[src/verilog/core_macros.svh]
`ifndef CORE_MACROS_SVH
`define CORE_MACROS_SVH

// ====================
// Core organization
// ====================

// Harts sharing the pipeline
// Four is the minimum that keeps the pipeline free of hazards
`define NUM_HARTS 4

// Data path width
`define XLEN 32

// ====================
// Memory sizing
// ====================

// Byte window owned by each hart in both memories
`define HART_SPAN 1024

// Depths in 32-bit words, one window per hart
`define IMEM_WORDS 1024
`define DMEM_WORDS 1024

`endif

[src/verilog/rv32_isa_pkg.sv]
package rv32_isa_pkg;

    // Raw instruction and register index
    typedef logic [31:0] instr_t;
    typedef logic [4:0] reg_idx_t;

    // Decoded operation
    // Anything outside the supported subset decodes to OP_NOP
    typedef enum logic [4:0] {
        OP_NOP,
        // Register ALU group
        OP_ADD, OP_SUB, OP_AND, OP_OR, OP_XOR,
        OP_SLL, OP_SRL, OP_SRA, OP_SLT, OP_SLTU,
        // Immediate group
        OP_ADDI, OP_ANDI, OP_ORI, OP_XORI, OP_SLTI,
        OP_SLTIU, OP_SLLI, OP_SRLI, OP_SRAI,
        // Upper immediate and word memory access
        OP_LUI, OP_LW, OP_SW
    } op_e;

    // ====================
    // Opcodes
    // ====================
    localparam logic [6:0] OPC_OP     = 7'b0110011;
    localparam logic [6:0] OPC_OP_IMM = 7'b0010011;
    localparam logic [6:0] OPC_LUI    = 7'b0110111;
    localparam logic [6:0] OPC_LOAD   = 7'b0000011;
    localparam logic [6:0] OPC_STORE  = 7'b0100011;

    // funct3 values, shared by register and immediate forms
    localparam logic [2:0] F3_ADD_SUB = 3'b000;
    localparam logic [2:0] F3_SLL     = 3'b001;
    localparam logic [2:0] F3_SLT     = 3'b010;
    localparam logic [2:0] F3_SLTU    = 3'b011;
    localparam logic [2:0] F3_XOR     = 3'b100;
    localparam logic [2:0] F3_SRL_SRA = 3'b101;
    localparam logic [2:0] F3_OR      = 3'b110;
    localparam logic [2:0] F3_AND     = 3'b111;
    // Width field of LW and SW
    localparam logic [2:0] F3_WORD    = 3'b010;

    // funct7, base form and alternate form (SUB, SRA, SRAI)
    localparam logic [6:0] F7_BASE = 7'b0000000;
    localparam logic [6:0] F7_ALT  = 7'b0100000;

endpackage

[src/verilog/barrel_pkg.sv]
`include "core_macros.svh"

package barrel_pkg;

    // Hart number, wide enough for NUM_HARTS
    typedef logic [$clog2(`NUM_HARTS)-1:0] hart_id_t;

    // Byte program counter
    typedef logic [31:0] pc_t;

    // Data word
    typedef logic [`XLEN-1:0] word_t;

    // ====================
    // Memory addressing
    // ====================

    // Word addresses into the shared memories
    typedef logic [$clog2(`IMEM_WORDS)-1:0] imem_addr_t;
    typedef logic [$clog2(`DMEM_WORDS)-1:0] dmem_addr_t;

endpackage

[src/verilog/exec_unit.sv]
`include "core_macros.svh"

module exec_unit
    import rv32_isa_pkg::*, barrel_pkg::*;
(
    input  op_e        op,
    input  word_t      rs1_val,
    input  word_t      rs2_val,
    input  word_t      imm,
    input  hart_id_t   hart,
    output word_t      result,
    output dmem_addr_t dmem_addr
);

    logic       use_rs2;
    word_t      opb;
    logic [4:0] shamt;
    word_t      win_base;
    word_t      eff_addr;

    // ====================
    // Operand select
    // ====================

    // Register forms take rs2, everything else the immediate
    assign use_rs2 = op inside {OP_ADD, OP_SUB, OP_AND, OP_OR, OP_XOR,
                                OP_SLL, OP_SRL, OP_SRA, OP_SLT, OP_SLTU};
    assign opb     = use_rs2 ? rs2_val : imm;
    // Shifts only look at the low five bits
    assign shamt   = opb[4:0];

    // ====================
    // ALU
    // ====================
    always_comb begin
        case (op)
            OP_ADD, OP_ADDI:   result = rs1_val + opb;
            OP_SUB:            result = rs1_val - opb;
            OP_AND, OP_ANDI:   result = rs1_val & opb;
            OP_OR, OP_ORI:     result = rs1_val | opb;
            OP_XOR, OP_XORI:   result = rs1_val ^ opb;
            OP_SLL, OP_SLLI:   result = rs1_val << shamt;
            OP_SRL, OP_SRLI:   result = rs1_val >> shamt;
            OP_SRA, OP_SRAI:   result = $signed(rs1_val) >>> shamt;
            // Set-less-than yields 0 or 1
            OP_SLT, OP_SLTI:   result = word_t'($signed(rs1_val) < $signed(opb));
            OP_SLTU, OP_SLTIU: result = word_t'(rs1_val < opb);
            // Immediate is already shifted into place by the decoder
            OP_LUI:            result = imm;
            default:           result = '0;
        endcase
    end

    // ====================
    // Data address
    // ====================

    // Hart window base plus rs1 plus offset
    assign win_base  = word_t'(hart) * word_t'(`HART_SPAN);
    assign eff_addr  = win_base + rs1_val + imm;
    // Word address, byte offset bits dropped
    assign dmem_addr = dmem_addr_t'(eff_addr >> 2);

endmodule

[config.mk]
export PLATFORM = sky130hd
export DESIGN_NAME = exec_unit
export DESIGN_NICKNAME = d
export VERILOG_FILES = /design/src/verilog/rv32_isa_pkg.sv /design/src/verilog/barrel_pkg.sv /design/src/verilog/exec_unit.sv
export VERILOG_INCLUDE_DIRS = /design/src /design/src/verilog
export SDC_FILE = /design/constraint.sdc
export NUM_CORES = 1
export LEC_CHECK = 0
export ABC_AREA = 0
export BUFFER_PORTS_ARGS = -buffer_cell sky130_fd_sc_hd__buf_2
export CAP_MARGIN = 20
export CELL_PAD_IN_SITES_DETAIL_PLACEMENT = 0
export CELL_PAD_IN_SITES_GLOBAL_PLACEMENT = 1
export CORE_AREA = 4 4 198 123
export DETAILED_ROUTE_END_ITERATION = 12
export DIE_AREA = 0 0 202 127
export PLACE_DENSITY = 0.88
export SLEW_MARGIN = 15
export SYNTH_ARGS = -nofsm -noshare
export SYNTH_HDL_FRONTEND = slang
export SYNTH_SLANG_ARGS = --single-unit
[constraint.sdc]
create_clock -name vclk -period 25.3
set_clock_uncertainty 0.2 [all_clocks]
set_input_delay 5.06 -clock vclk [all_inputs]
set_output_delay 5.06 -clock vclk [all_outputs]
set_load 0.01 [all_outputs]
### Word level (Yosys, flattened, before mapping)

Index checks and enable logic that the tools add are counted.

* bits of input ports: 103
* output and inout bits: 42
* flip-flop bits (word level): 0
* word-level logic and storage cells: 44

* bitwise gates (word level): 3
* reduce and logical (&&, ||, !) cells: 10
* equality and inequality tests: 20
* shift-type cells: 3
* magnitude comparators: 2
* muxes and demuxes: 2
* $add $sub $neg: 4

Operators with widths (number)
* 32-bit one-hot mux with 11 select lines: 1
* 32-bit less-than comparator: 2
* 5-bit by 4-bit equality test with 1-bit output (second input constant): 8
* 32-bit adder: 1
* 32-bit AND: 1
* 32-bit two-way mux: 1
* 32-bit bitwise OR: 1
* 32-bit by 5-bit left shift with 32-bit output: 1
* 32-bit by 5-bit right shift with 32-bit output: 1
* 32-bit by 5-bit >>> shifter with 32-bit output: 1
* 32-bit subtractor: 1
* 32-bit XOR: 1
* 5-bit equality test (second input constant): 5
* 12-bit adder: 2
* 5-bit by 3-bit equality test with 1-bit output (second input constant): 4
* 2-bit OR reduction: 9
* 5-bit by 2-bit equality test with 1-bit output (second input constant): 2
* 10-bit nonzero test: 1
* 5-bit by 1-bit equality test with 1-bit output (second input constant): 1

### Logic depth before layout (Yosys ltp)

* depth in word-level cells: 5
* gate-level depth with buffers: 21
* depth with buffers taken out: 16

### Least setup slack after synthesis

OpenSTA, ideal clock, no wires.

* kind: input to output
* from: input op[3]
* to: output result[31]
* stages on the path: 19
* buffers on the path: 5
* data arrival time: 9.818 ns
* setup slack: 10.222 ns
* data required time: 20.040 ns
* path through: buf_2 nor4_2 a211o_1 buf_4 mux2i_1 inv_1 clkbuf_1 clkbuf_1 clkbuf_1 ha_1 a21oi_1 o211ai_1 a2111oi_0 o31ai_1 a2111oi_0 o41ai_1 a2111oi_0 a211oi_1 o211ai_1

* word-level cells in the longest chain between the ends: 5
* elaborated cells between the ends (all ways): 40
* classes of those cells: 2 x add/sub; 20 x eq/ne; 3 x shift; 2 x mux; 3 x bitwise; 10 x reduce/logical

Ends and longest elaborated chain
* start, declared: RTL line exec_unit.sv:6 `input op_e op,`
* 5-bit by 1-bit equality test with 1-bit output (tied with other cells): RTL line exec_unit.sv:26, exec_unit.sv:36
* 10-bit nonzero test: RTL line exec_unit.sv:26 `assign use_rs2 = op inside {OP_ADD, OP_SUB, OP_AND, OP_OR, OP_XOR,`
* 32-bit two-way mux: RTL line exec_unit.sv:28 `assign opb = use_rs2 ? rs2_val : imm;`
* 32-bit subtractor (tied with other cells): RTL line exec_unit.sv:38 `OP_SUB: result = rs1_val - opb;`
* 32-bit one-hot mux with 11 select lines (*): RTL line exec_unit.sv:36 `case (op)`
* end, declared: RTL line exec_unit.sv:11 `output word_t result,`

Every way passes the cells marked *; elsewhere a longest branch is shown, timed or not.

### Final worst setup path

* from: input op[0]
* to: output result[31]

The elaborated chain is that of the path after synthesis.

==> Flow_metrics.wiki <==
{| class="wikitable"
! Metric !! Value
|-
| Pre-CTS setup slack || 8930 ps
|-
| Required time at the worst-slack endpoint || 20,040 ps
|-
| Slowest CP cell || o31ai_1
|-
| Worst setup EP type || output port
|-
| Post-DP Area || approximately 11,000 um^2
|-
| Headroom to the max-slew limit || 29.5%
|-
| Number of placed cells counting well taps || 1,967
|-
| Final worst-path setup slack || 8680 ps
|-
| Post-Syn Area per Cell || 6.49 um^2
|-
| Final HPWL DP || between 40 and 50 mm
|-
| Worst Hold Margin || 10,310 ps
|-
| Sequential cell count || 0
|-
| Post-detailed-route via-to-cell ratio || slightly below 7
|-
| Antenna violations before repair || 1
|-
| Fmax || 60.2 MHz
|-
| Final GP Congestion || around 1.1
|-
| Hold Crit Class || primary input to output port
|-
| Final core utilization || 49.7%
|-
| Post-layout instance area || 11,300 um^2
|-
| Largest incremental delay on the critical path || a little under 700 ps
|-
| Wire length per cell || 26.4 um
|-
| Sequential area share after synthesis || 0%
|-
| Final net count || 1,875
|-
| Die outline width || 202 um
|-
| Worst Max-Slew Pin Slew || 1050 ps
|-
| Reported leakage power || 5.29 nW
|-
| Fraction of power spent switching nets || roughly two thirds
|-
| Post-route clock period utilization || roughly two thirds
|-
| Area taken by flip-flops and latches || 0 um^2
|-
| Max-cap check violation count || 0
|-
| Synth Warn # || 0
|-
| Final critical-path required period || 16,620 ps
|-
| Final-report setup violation count || 0
|-
| Total count of max-transition violations in the final report || 0
|-
| Final ANT Viol Nets || 0
|-
| Total DRC errors in the routed layout || 0
|-
| Initial core utilization || 46.2%
|-
| Post-Synthesis Cell Area || roughly 10,000 um^2
|-
| CTS-repair resized insts || 0
|-
| Non-filler cells, final || 1,967
|-
| Library cells used by synthesis || 76
|-
| Detailed-route wire length || 51.9 mm
|-
| Most frequent cell on the critical path || buf_4
|-
| Total overflow reported by the global router || 0
|-
| Number of vias after detailed routing || between 10,000 and 15,000
|-
| Maximum vdd ir drop || 0.0000188 V
|-
| Switching component of the power || 242 uW
|-
| Via count of the first global-routing pass || 11,800
|-
| Antenna diode count || 0
|-
| I/O Pins || 145
|-
| Proportion of power drawn by flip-flops and latches || 0%
|-
| Largest net degree at the start of global routing || 70
|-
| Part of the power in combinational logic || 100.0%
|-
| Setup Total Neg Slack || 0 ps
|-
| First-pass iteration count of the detailed router || 6
|-
| Arrival time at the worst endpoint || 11,360 ps
|-
| Total design power || 366 uW
|-
| Wire length of the first global-routing pass || 76.0 mm
|-
| Count of port buffers added during placement || 145
|-
| Hold violation count in the final report || 0
|-
| First DRT Iteration DRCs || around 2,200
|-
| Post-synthesis net count || 1,832
|-
| Count of mapped cells out of synthesis || 1,611
|-
| Top fanout value on the critical path || around 70
|-
| CP Cell Sequence || buf_2 > nor4_2 > a211o_1 > buf_4 > mux2i_4 > buf_4 > inv_1 > buf_4 > ha_1 > o211ai_1 > o211ai_1 > a2111oi_0 > buf_4 > o31ai_1 > a2111oi_0 > o41ai_1 > nand2_1 > o311a_1 > o211ai_1 > buf_2
|-
| Core region area || ~23,000 um^2
|-
| Unrepaired setup endpoints after global routing || no
|-
| Total GRT Usage || 37.5%
|-
| Total power density per cell area || 32.5 nW/um^2
|-
| CP Launch Type || primary input
|-
| Internal Dissipation || 123 uW
|-
| Area enclosed by the die boundary || 25,700 um^2
|-
| Setup Fix Bufs, Post-CTS || 0
|-
| Clock share of power || 0%
|-
| Share of final-layout standard cells stronger than drive strength 1 || 13.2%
|-
| Kind of critical path || primary input to output port
|-
| CTS hold repair buffers || 0
|-
| Placement Rows || 43
|-
| Result of the run || finished clean
|-
| Area Overhead vs Synth || 7.72%
|-
| Y dimension of the die || 127 um
|-
| Total of clock buffers placed in the layout || 0
|}
-- Yosys cell counts, drive strengths merged, types with 10 or more instances --
master   number  area [um^2]
mux2i       143         1460
nand2       222          833
o22ai        21          131
ha          115         1440
a31oi        13         81.3
a221oi       25          219
a2111oi      10         87.6
o21ai        97          485
inv          99          372
nor3         35          175
a211oi       36          275
xnor2        21          184
a21o         27          203
nor4         12         81.3
and3         11         68.8
o31ai        19          161
a22oi        26          200
buf          41          215
o21a         12         90.1
o221ai       13          114
o21bai       13         97.6
a211o        11         96.3
mux2         14          158
a21oi       145          726
nor2        124          465
nand3        47          235
clkbuf       88          330
o211ai       35          263
-- final cells by class --
cell class | instances | area, um^2
fillers | 2414 | 11400
well taps | 315 | 394
inverters | 99 | 372
multi-input cells | 1383 | 9580
repair buffers | 170 | 913
-- cell families after synthesis --
family / count (synthesis) / synth area share [%]
compound gates: 567 / 36.5
simple gates: 509 / 21.5
fa+ha+maj: 118 / 14.3
xor+xnor: 26 / 2.18
buf+inv: 228 / 8.77
mux: 163 / 16.7
-- worst max-delay path: cells and delay by family --
kind / cells / cell delay, ps
AND/OR/NAND/NOR: 2 / 640
adder cells (fa/ha/maj): 1 / 430
AO/OA/AOI/OAI: 9 / 2810
buffers and inverters: 7 / 2070
multiplexers: 1 / 310
-- power groups by stage --
stage                     combinational (mW)  clock [mW]  sequential [mW]
final                                  0.366           0                0
after global routing                   0.386           0                0
after CTS                              0.350           0                0
after detailed placement               0.347           0                0
after global placement                 0.347           0                0
after floorplan                        0.232           0                0
-- metal layers --
metal / wire length (um) / vias up / track usage [%]
li1: - / 6051 / -
met1: 23200 / 6376 / 56.8
met2: 20000 / 1019 / 52.6
met3: 7170 / 107 / 9.74
met4: 1560 / 2 / 8.23
met5: 7 / - / 0
-- path summary, 6_finish.rpt --
path / from / endpoint / slack, ps / cells after the start
max: op[0] / result[31] / 8680 / 20
min: imm[12] / result[12] / 10310 / 4
-- layout by cell type (no fill, tap or decap), types with 11 or more instances in the layout --
| cell type | count |
|---|---|
| a211o_1 | 11 |
| mux2_2 | 14 |
| a21o_1 | 27 |
| nor4_1 | 11 |
| o21bai_1 | 13 |
| mux2i_1 | 139 |
| buf_4 | 25 |
| buf_2 | 145 |
| a22oi_1 | 25 |
| a211oi_1 | 34 |
| and3_1 | 11 |
| a221oi_1 | 25 |
| nand3_1 | 47 |
| inv_1 | 96 |
| o21a_1 | 12 |
| nand2_1 | 222 |
| o21ai_0 | 92 |
| a21oi_1 | 145 |
| xnor2_1 | 21 |
| nor2_1 | 123 |
| o31ai_1 | 17 |
| nor3_1 | 34 |
| a31oi_1 | 13 |
| o22ai_1 | 21 |
| o221ai_1 | 13 |
| o211ai_1 | 35 |
| ha_1 | 115 |
Note: power is estimated with default switching activity, not from simulation.
