==> config.mk <==
export PLATFORM = sky130hd
export DESIGN_NAME = instr_decoder
export DESIGN_NICKNAME = d
export VERILOG_FILES = /design/src/verilog/rv32_isa_pkg.sv /design/src/verilog/barrel_pkg.sv /design/src/verilog/instr_decoder.sv
export VERILOG_INCLUDE_DIRS = /design/src /design/src/verilog
export SDC_FILE = /design/constraint.sdc
export NUM_CORES = 1
export LEC_CHECK = 0
export BUFFER_PORTS_ARGS = -buffer_cell sky130_fd_sc_hd__buf_4
export CORE_ASPECT_RATIO = 1.5
export CORE_UTILIZATION = 37
export DETAILED_ROUTE_END_ITERATION = 10
export PLACE_DENSITY_LB_ADDON = 0.25
export SLEW_MARGIN = 20
export SYNTH_ARGS = -nofsm -noshare
export SYNTH_HDL_FRONTEND = slang
export SYNTH_SLANG_ARGS = --single-unit
==> constraint.sdc <==
create_clock -name vclk -period 1.9
set_input_delay 0.19 -clock vclk [all_inputs]
set_output_delay 0.19 -clock vclk [all_outputs]
set_load 0.1 [all_outputs]
==> src/verilog/core_macros.svh <==
`ifndef CORE_MACROS_SVH
`define CORE_MACROS_SVH

// ====================
// Core organization
// ====================

// Harts sharing the pipeline
// Four is the minimum that keeps the pipeline free of hazards
`define NUM_HARTS 4

// Data path width
`define XLEN 32

// ====================
// Memory sizing
// ====================

// Byte window owned by each hart in both memories
`define HART_SPAN 1024

// Depths in 32-bit words, one window per hart
`define IMEM_WORDS 1024
`define DMEM_WORDS 1024

`endif

==> src/verilog/rv32_isa_pkg.sv <==
package rv32_isa_pkg;

    // Raw instruction and register index
    typedef logic [31:0] instr_t;
    typedef logic [4:0] reg_idx_t;

    // Decoded operation
    // Anything outside the supported subset decodes to OP_NOP
    typedef enum logic [4:0] {
        OP_NOP,
        // Register ALU group
        OP_ADD, OP_SUB, OP_AND, OP_OR, OP_XOR,
        OP_SLL, OP_SRL, OP_SRA, OP_SLT, OP_SLTU,
        // Immediate group
        OP_ADDI, OP_ANDI, OP_ORI, OP_XORI, OP_SLTI,
        OP_SLTIU, OP_SLLI, OP_SRLI, OP_SRAI,
        // Upper immediate and word memory access
        OP_LUI, OP_LW, OP_SW
    } op_e;

    // ====================
    // Opcodes
    // ====================
    localparam logic [6:0] OPC_OP     = 7'b0110011;
    localparam logic [6:0] OPC_OP_IMM = 7'b0010011;
    localparam logic [6:0] OPC_LUI    = 7'b0110111;
    localparam logic [6:0] OPC_LOAD   = 7'b0000011;
    localparam logic [6:0] OPC_STORE  = 7'b0100011;

    // funct3 values, shared by register and immediate forms
    localparam logic [2:0] F3_ADD_SUB = 3'b000;
    localparam logic [2:0] F3_SLL     = 3'b001;
    localparam logic [2:0] F3_SLT     = 3'b010;
    localparam logic [2:0] F3_SLTU    = 3'b011;
    localparam logic [2:0] F3_XOR     = 3'b100;
    localparam logic [2:0] F3_SRL_SRA = 3'b101;
    localparam logic [2:0] F3_OR      = 3'b110;
    localparam logic [2:0] F3_AND     = 3'b111;
    // Width field of LW and SW
    localparam logic [2:0] F3_WORD    = 3'b010;

    // funct7, base form and alternate form (SUB, SRA, SRAI)
    localparam logic [6:0] F7_BASE = 7'b0000000;
    localparam logic [6:0] F7_ALT  = 7'b0100000;

endpackage

==> src/verilog/barrel_pkg.sv <==
`include "core_macros.svh"

package barrel_pkg;

    // Hart number, wide enough for NUM_HARTS
    typedef logic [$clog2(`NUM_HARTS)-1:0] hart_id_t;

    // Byte program counter
    typedef logic [31:0] pc_t;

    // Data word
    typedef logic [`XLEN-1:0] word_t;

    // ====================
    // Memory addressing
    // ====================

    // Word addresses into the shared memories
    typedef logic [$clog2(`IMEM_WORDS)-1:0] imem_addr_t;
    typedef logic [$clog2(`DMEM_WORDS)-1:0] dmem_addr_t;

endpackage

==> src/verilog/instr_decoder.sv <==
module instr_decoder
    import rv32_isa_pkg::*, barrel_pkg::*;
(
    input  instr_t   instr,
    output op_e      op,
    output reg_idx_t rs1,
    output reg_idx_t rs2,
    output reg_idx_t rd,
    output word_t    imm
);

    logic [6:0] opcode;
    logic [2:0] funct3;
    logic [6:0] funct7;
    word_t      imm_i;
    word_t      imm_s;
    word_t      imm_u;

    // Fixed field positions
    assign opcode = instr[6:0];
    assign funct3 = instr[14:12];
    assign funct7 = instr[31:25];
    assign rd     = instr[11:7];
    assign rs1    = instr[19:15];
    assign rs2    = instr[24:20];

    // I, S and U immediates
    assign imm_i = {{20{instr[31]}}, instr[31:20]};
    assign imm_s = {{20{instr[31]}}, instr[31:25], instr[11:7]};
    assign imm_u = {instr[31:12], 12'b0};

    // Operation and immediate select
    always_comb begin
        op  = OP_NOP;
        imm = '0;
        case (opcode)
            OPC_OP: begin
                if (funct7 == F7_BASE) begin
                    case (funct3)
                        F3_ADD_SUB: op = OP_ADD;
                        F3_SLL:     op = OP_SLL;
                        F3_SLT:     op = OP_SLT;
                        F3_SLTU:    op = OP_SLTU;
                        F3_XOR:     op = OP_XOR;
                        F3_SRL_SRA: op = OP_SRL;
                        F3_OR:      op = OP_OR;
                        default:    op = OP_AND;
                    endcase
                end else if (funct7 == F7_ALT) begin
                    // Only SUB and SRA use the alternate form
                    case (funct3)
                        F3_ADD_SUB: op = OP_SUB;
                        F3_SRL_SRA: op = OP_SRA;
                        default:    op = OP_NOP;
                    endcase
                end
            end
            OPC_OP_IMM: begin
                imm = imm_i;
                case (funct3)
                    F3_ADD_SUB: op = OP_ADDI;
                    F3_SLT:     op = OP_SLTI;
                    F3_SLTU:    op = OP_SLTIU;
                    F3_XOR:     op = OP_XORI;
                    F3_OR:      op = OP_ORI;
                    F3_AND:     op = OP_ANDI;
                    // Shift amount lives in imm[4:0]
                    F3_SLL:     op = (funct7 == F7_BASE) ? OP_SLLI : OP_NOP;
                    default: begin
                        if (funct7 == F7_BASE) begin
                            op = OP_SRLI;
                        end else if (funct7 == F7_ALT) begin
                            op = OP_SRAI;
                        end
                    end
                endcase
            end
            OPC_LUI: begin
                op  = OP_LUI;
                imm = imm_u;
            end
            OPC_LOAD: begin
                imm = imm_i;
                // Word loads only
                if (funct3 == F3_WORD) begin
                    op = OP_LW;
                end
            end
            OPC_STORE: begin
                imm = imm_s;
                if (funct3 == F3_WORD) begin
                    op = OP_SW;
                end
            end
            default: begin
                op = OP_NOP;
            end
        endcase
    end

endmodule

* Word-level counts from Yosys, hierarchy flattened
Index checks and enable logic that the tools add are counted. W data, S select, Z words.
Storage, ports and cells: register bits 0, input port bits 32, output and inout bits 52, logic and storage cells 28
Cells by class: eq/ne operators 13, multiplexer cells 12, reductions and logical operators 3
Operators with widths (count):
- $pmux W32 S3 | 1
- $pmux W5 S7 | 1
- $mux W5 | 6
- $eq A7 B6 Y1 const B | 4
- $pmux W4 S7 | 1
- $pmux W5 S5 | 1
- $eq A3 B3 Y1 const B | 4
- $pmux W4 S2 | 1
- $eq A7 B2 Y1 const B | 1
- $eq A7 B5 Y1 const B | 1
- $logic_not A7 Y1 | 1
- $eq A3 B2 Y1 const B | 2
- $mux W4 | 1
- $eq A3 B1 Y1 const B | 1
- $logic_not A3 Y1 | 1
- $reduce_or A2 Y1 | 1

* Logic depth before layout (Yosys ltp)
Gate-level depths: netlist (run 1).
word-level depth 5, mapped depth 5, gate-level depth less buffers 4

* Worst setup path after synthesis (run 1)
Ideal clock, no wire load.
path kind input-to-output, start point input instr[3], end point output op[0], data arrival time 4058 ps, required time 1710 ps, setup slack -2348 ps, cell stages on the path 4, buffers on the path 1, cell sequence nand4bb_1 or2_2 buf_8 o41ai_1
Between the ends: word-level cells in the longest chain between the ends 2, elaborated cells between the ends (all ways) 6
Ends and longest elaborated chain:
- start, declared | RTL line instr_decoder.sv:4 | input instr_t instr,
- $eq A7 B6 Y1, or another cell as far along | RTL line instr_decoder.sv:36 | case (opcode)
- $pmux W5 S5 * | RTL line instr_decoder.sv:36
- end, declared | RTL line instr_decoder.sv:5 | output op_e op,
Every way passes the cells marked *; elsewhere a longest branch is shown, timed or not.

* Worst setup path after layout (run 1)
start point input instr[31], end point output op[1]
Between the ends: word-level cells in the longest chain between the ends 5, elaborated cells between the ends (all ways) 8
Ends and longest elaborated chain:
- $eq A7 B6 Y1 | RTL line instr_decoder.sv:49, instr_decoder.sv:72
- $mux W5 | RTL line instr_decoder.sv:72 | end else if (funct7 == F7_ALT) begin
- $mux W5 | RTL line instr_decoder.sv:70 | if (funct7 == F7_BASE) begin
- $pmux W5 S7 | RTL line instr_decoder.sv:60 | case (funct3)
- $pmux W5 S5 * | RTL line instr_decoder.sv:36
Marked as above.

==> results of run 1 <==
[layer usage]
metal,GRT usage (%),vias to the layer above,routed length [µm]
met5,0,-,0
met4,5.42,0,51
met3,2.26,6,189
met2,54.1,57,1910
met1,30.3,565,1160
li1,-,568,-
[placed cells by master, fill, tap and decap left out, drive strengths merged, types with 2 or more instances in the layout]
cell	n
buf	103
a21o	20
o21a	2
nor2b	10
o21ai	3
a31oi	2
nand2	4
o41ai	2
nor2	11
nor4	2
or2	2
nor3	2
a21oi	6
and2	7
nand3	4
[through the flow]
step / cell area [µm²] / setup WS, ns / TNS [ns]
6_report: 1710 / -0.132 / -0.368
4_1_cts: 1690 / -0.139 / -0.301
3_5_place_dp: 1580 / -0.235 / -0.878
5_1_grt: 1710 / -0.164 / -0.511
3_3_place_gp: 1580 / -0.247 / -0.739
2_1_floorplan: 947 / -0.217 / -0.576
[power groups by stage]
| stage | clock network [mW] | logic [mW] | registers, mW |
|---|---|---|---|
| floorplan | 0 | 0.277 | 0 |
| global placement | 0 | 0.379 | 0 |
| detailed placement | 0 | 0.384 | 0 |
| CTS | 0 | 0.393 | 0 |
| global route | 0 | 0.412 | 0 |
| finish | 0 | 0.398 | 0 |
[layout make-up]
class / instances / share of cell area, %
Inverter: 1 / 0.219
Multi-Input combinational cell: 92 / 45.6
Tap cell: 22 / 1.61
Timing Repair Buffer: 103 / 52.5
[Yosys cell counts (2+ instances only)]
master,count
nor3_1,2
nand3_1,4
clkbuf_1,6
nor2_1,11
nor2b_1,10
a21oi_1,6
a21o_1,20
buf_4,15
o21ai_0,3
or2_2,2
nor4_1,2
o21a_1,2
o41ai_1,2
buf_2,3
a31oi_1,2
and2_1,6
nand2_1,4
[worst max-delay path by stage]
stage | start | to | slack (ns) | cells past startpoint
after global routing | instr[31] | op[1] | -0.16 | 6
after CTS | instr[31] | op[1] | -0.14 | 6
after detailed placement | instr[31] | op[1] | -0.23 | 6
final | instr[31] | op[1] | -0.13 | 6
after floorplan | instr[3] | op[0] | -0.22 | 4
after global placement | instr[31] | op[1] | -0.25 | 6
[cell families (layout without fill, tap and decap cells)]
group / after synthesis / after routing / synth area share (%)
AO/OA/AOI/OAI: 42 / 42 / 40.0
adder cells (fa/ha/maj): 1 / 1 / 1.27
buffers and inverters: 26 / 104 / 21.4
AND/OR/NAND/NOR: 49 / 49 / 37.3
[what timing repair did]
action / 4_1_cts / 5_1_grt
buffers inserted: 1 / 1
gates resized for setup: 28 / 3
pin swaps: 1 / 1
endpoints found under the setup margin: 20 / 26
==> run_results.csv, run 1 <==
group,metric,value,unit
outcome,status,"complete, but fails checks",
outcome,violations,"setup timing",
place,io_buffers,84,
floorplan,rows,20,
power_and_ir_drop,totalPowerFinal,398,µW
sta,worst_hold_slack,0.715,ns
setup_path,required,1.71,ns
grt,overflow,0,
power_and_ir_drop,power.leakage,0.889,nW
setup_path,cp_num_buf_inv,2,
routing,drc,0,
power_and_ir_drop,p_comb_share,100.0,%
grt,grt_max_degree,21,
routing,firstDrtPassIters,4,
power_and_ir_drop,switching_share,68.3,%
final_layout,fin_cells,218,
sta,max_slew_margin,74.6,%
grt,antenna_found_initial,0,
sta,finalMaxSlewViolations,0,
cts,cts-hold-fix-buffers,0,
floorplan,initial_core_util,39.0,%
yosys,synthDistinctLibCells,35,
setup_path,worst-setup-path-type,"in -> out",
final_layout,nNetsFinal,230,
floorplan,fp.dieW,39.7,µm
yosys,netlist_instances,118,
power_and_ir_drop,ir_drop,0.272,mV
floorplan,die_area,0.00233,mm²
sta,hold_viol_final,0,
final_layout,finalCoreUtilization,84.4,%
worst_hold_path,hp-start,"instr[19]",
routing,drt_wl_total,3320,µm
setup_path,endpoint_kind,"primary output",
power_and_ir_drop,seqPwrFrac,0,%
yosys,seq_area_frac_synth,0,%
floorplan,io_pins,84,
power_and_ir_drop,p_int,126,µW
setup_path,critPathLaunchType,"primary input",
final_layout,drive_above_1_share,71.9,%
final_layout,nClkBuffers,0,
routing,via_per_inst,5.49,
final_layout,multi_input_area,781,µm²
run,cap_violations,0,
power_and_ir_drop,pwr-share-clk,0,%
yosys,avgSynthCellArea,6.70,µm²
yosys,yosysWarnings,0,
sta,tightest_slew,0.376,ns
place,hpwl,2430,µm
worst_hold_path,hold-path-cell-count,2,
floorplan,die_h,58.6,µm
routing,first_iter_violations,41,
sta,rsz0062_at_grt,"true",
setup_path,crit_path_max_fanout,3,
routing,vias,1196,
power_and_ir_drop,p_per_area,232,mW/mm²
routing,avgRoutedWirePerCell,15.2,µm
worst_hold_path,hold_path_class,"in -> out",
yosys,synth_nets,150,
place,dp_cells,216,
place,place_congestion,0.798,
yosys,yosys.area.top_type,"a21o_1",
grt,grt_pass1_wl,4820,µm
final_layout,fillers,128,
yosys,synth_area,791,µm²
power_and_ir_drop,p_sw,272,µW
sta,layout_setup_ws,-0.132,ns
worst_hold_path,holdPathEnd,"rs1[4]",
final_layout,seq_area,0,µm²
setup_path,crit_path_max_incr_delay,0.55,ns
grt,grt_usage,27.8,%
final_layout,nFlopsAndLatches,0,
grt,grt_pass1_vias,1098,
final_layout,syn_to_final_growth,116,%
sta,setup_violations,4,
routing,ant_nets,0,
setup_path,critPathTopFamily,"simple AND/OR/NAND/NOR gates",
final_layout,antenna_cells,0,
sta,fmax,492,MHz
sta,fin_crit,2.03,ns
yosys,synth_top_area_share,19.0,%
sta,timing.final.crit_share,107,%
floorplan,core_area,0.00203,mm²
setup_path,arrival,1.84,ns
setup_path,path_cells,"buf_6 -> or4_4 -> o311a_4 -> nor4b_4 -> a221o_4 -> buf_12",
setup_path,cp_slowest_cell,"or4_4",
yosys,synth.area.top_cells,"a21o_1 (19%), buf_4 (14%), nor2b_1 (7.9%)",
No activity file was read; power rests on OpenSTA's default activity.
==> inputs of run 2 (changes only) <==
--- a/config.mk
+++ b/config.mk
@@ -8,6 +8,7 @@
 export LEC_CHECK = 0
 export BUFFER_PORTS_ARGS = -buffer_cell sky130_fd_sc_hd__buf_4
 export CORE_ASPECT_RATIO = 1.5
+export CORE_MARGIN = 8
 export CORE_UTILIZATION = 37
 export DETAILED_ROUTE_END_ITERATION = 10
 export PLACE_DENSITY_LB_ADDON = 0.25
==> run_results.csv, run 2 (synthesis results as in run 1) <==
group,metric,value,unit
grt,grt_max_degree,16,
run,cap_violations,0,
worst_hold_path,holdPathEnd,"rd[4]",
routing,first_iter_violations,32,
routing,drt_wl_total,4290,µm
sta,layout_setup_ws,-0.168,ns
routing,avgRoutedWirePerCell,19.4,µm
setup_path,arrival,1.88,ns
grt,grt_usage,19.6,%
floorplan,initial_core_util,39.0,%
final_layout,seq_area,0,µm²
sta,timing.final.crit_share,109,%
sta,hold_viol_final,0,
sta,finalMaxSlewViolations,0,
final_layout,antenna_cells,0,
sta,fmax,484,MHz
setup_path,crit_path_max_fanout,3,
floorplan,rows,20,
setup_path,endpoint_kind,"primary output",
setup_path,cp_slowest_cell,"or4_4",
sta,max_slew_margin,69.6,%
setup_path,crit_cells,6,
sta,setup_violations,5,
grt,grt_pass1_wl,6180,µm
place,dp_worst_setup_slack,-0.273,ns
grt,overflow,0,
power_and_ir_drop,p_per_area,234,mW/mm²
final_layout,syn_to_final_growth,121,%
routing,drc,0,
routing,vias,1240,
outcome,violations,"setup timing",
routing,via_per_inst,5.61,
setup_path,critPathTopFamily,"simple AND/OR/NAND/NOR gates",
sta,rsz0062_at_grt,"true",
routing,firstDrtPassIters,4,
final_layout,drive_above_1_share,73.4,%
final_layout,nFlopsAndLatches,0,
power_and_ir_drop,ir_drop,0.254,mV
setup_path,crit_path_max_incr_delay,0.56,ns
floorplan,io_pins,84,
sta,tightest_slew,0.454,ns
floorplan,die_area,0.00390,mm²
setup_path,cp_num_buf_inv,2,
place,hpwl,3170,µm
grt,grt_pass1_vias,1345,
final_layout,final_cell_mix,"buf_4 (93), a21o_2 (11), nor2b_1 (10)",
setup_path,critPathLaunchType,"primary input",
place,place_congestion,0.814,
final_layout,nClkBuffers,0,
worst_hold_path,hold_path_class,"in -> out",
place,io_buffers,84,
power_and_ir_drop,power.leakage,0.926,nW
setup_path,worst-setup-path-type,"in -> out",
routing,ant_nets,0,
worst_hold_path,hp-start,"instr[11]",
floorplan,fp.dieW,53.7,µm
floorplan,core_area,0.00203,mm²
sta,fin_crit,2.07,ns
final_layout,nNetsFinal,233,
grt,antenna_found_initial,0,
worst_hold_path,hold-path-cell-count,2,
sta,worst_hold_slack,0.715,ns
final_layout,mostFrequentLayoutCell,"buf_4",
setup_path,path_cells,"buf_6 -> or4_4 -> o311a_4 -> nor4b_4 -> a221o_4 -> buf_12",
outcome,status,"complete, but fails checks",
floorplan,die_h,72.6,µm
setup_path,required,1.71,ns
==> run 2: power by group <==
group,internal [mW],switching [mW],total [mW]
Clock,0,0,0
Combinational,0.127,0.283,0.409
Sequential,0,0,0
==> run 2: layout make-up <==
type                            count  area, µm²
Multi-Input combinational cell     92        821
Tap cell                           22       27.5
Inverter                            1       3.75
Timing Repair Buffer              106        897
Fill cell                         115        278
==> run 2: what timing repair did <==
item | CTS | global route
hold buffers | 0 | 0
gates resized for setup | 19 | 7
setup buffers | 2 | 1
pin swaps | 2 | 6
endpoints found under the setup margin | 5 | 24
==> run 2: worst max-delay path by stage <==
stage / startpoint / endpoint / slack (ns)
after global routing: instr[26] / op[1] / -0.23
after CTS: instr[31] / op[1] / -0.17
after global placement: instr[31] / op[1] / -0.25
after floorplan: instr[3] / op[0] / -0.22
after detailed placement: instr[31] / op[1] / -0.27
final: instr[26] / op[1] / -0.17
==> run 2: per-layer routing <==
layer  share of wire, %  global-route usage (%)
met1                 32                    17.5
met2                 56                    37.9
met3                9.6                    5.92
met4                1.8                    7.04
met5                  0                       0
==> run 2: stage by stage <==
| stage | utilization (%) | instances | instance area (µm²) | power, mW | setup TNS, ns |
|---|---|---|---|---|---|
| floorplan | - | 118 | 947 | 0.277 | -0.576 |
| global placement | 79.2 | 218 | 1610 | 0.382 | -0.760 |
| detailed placement | 79.2 | 218 | 1610 | 0.389 | -0.943 |
| CTS | 83.8 | 220 | 1700 | 0.397 | -0.521 |
| global route | 86.3 | 221 | 1750 | 0.422 | -1.29 |
| finish | 86.3 | 221 | 1750 | 0.409 | -0.624 |
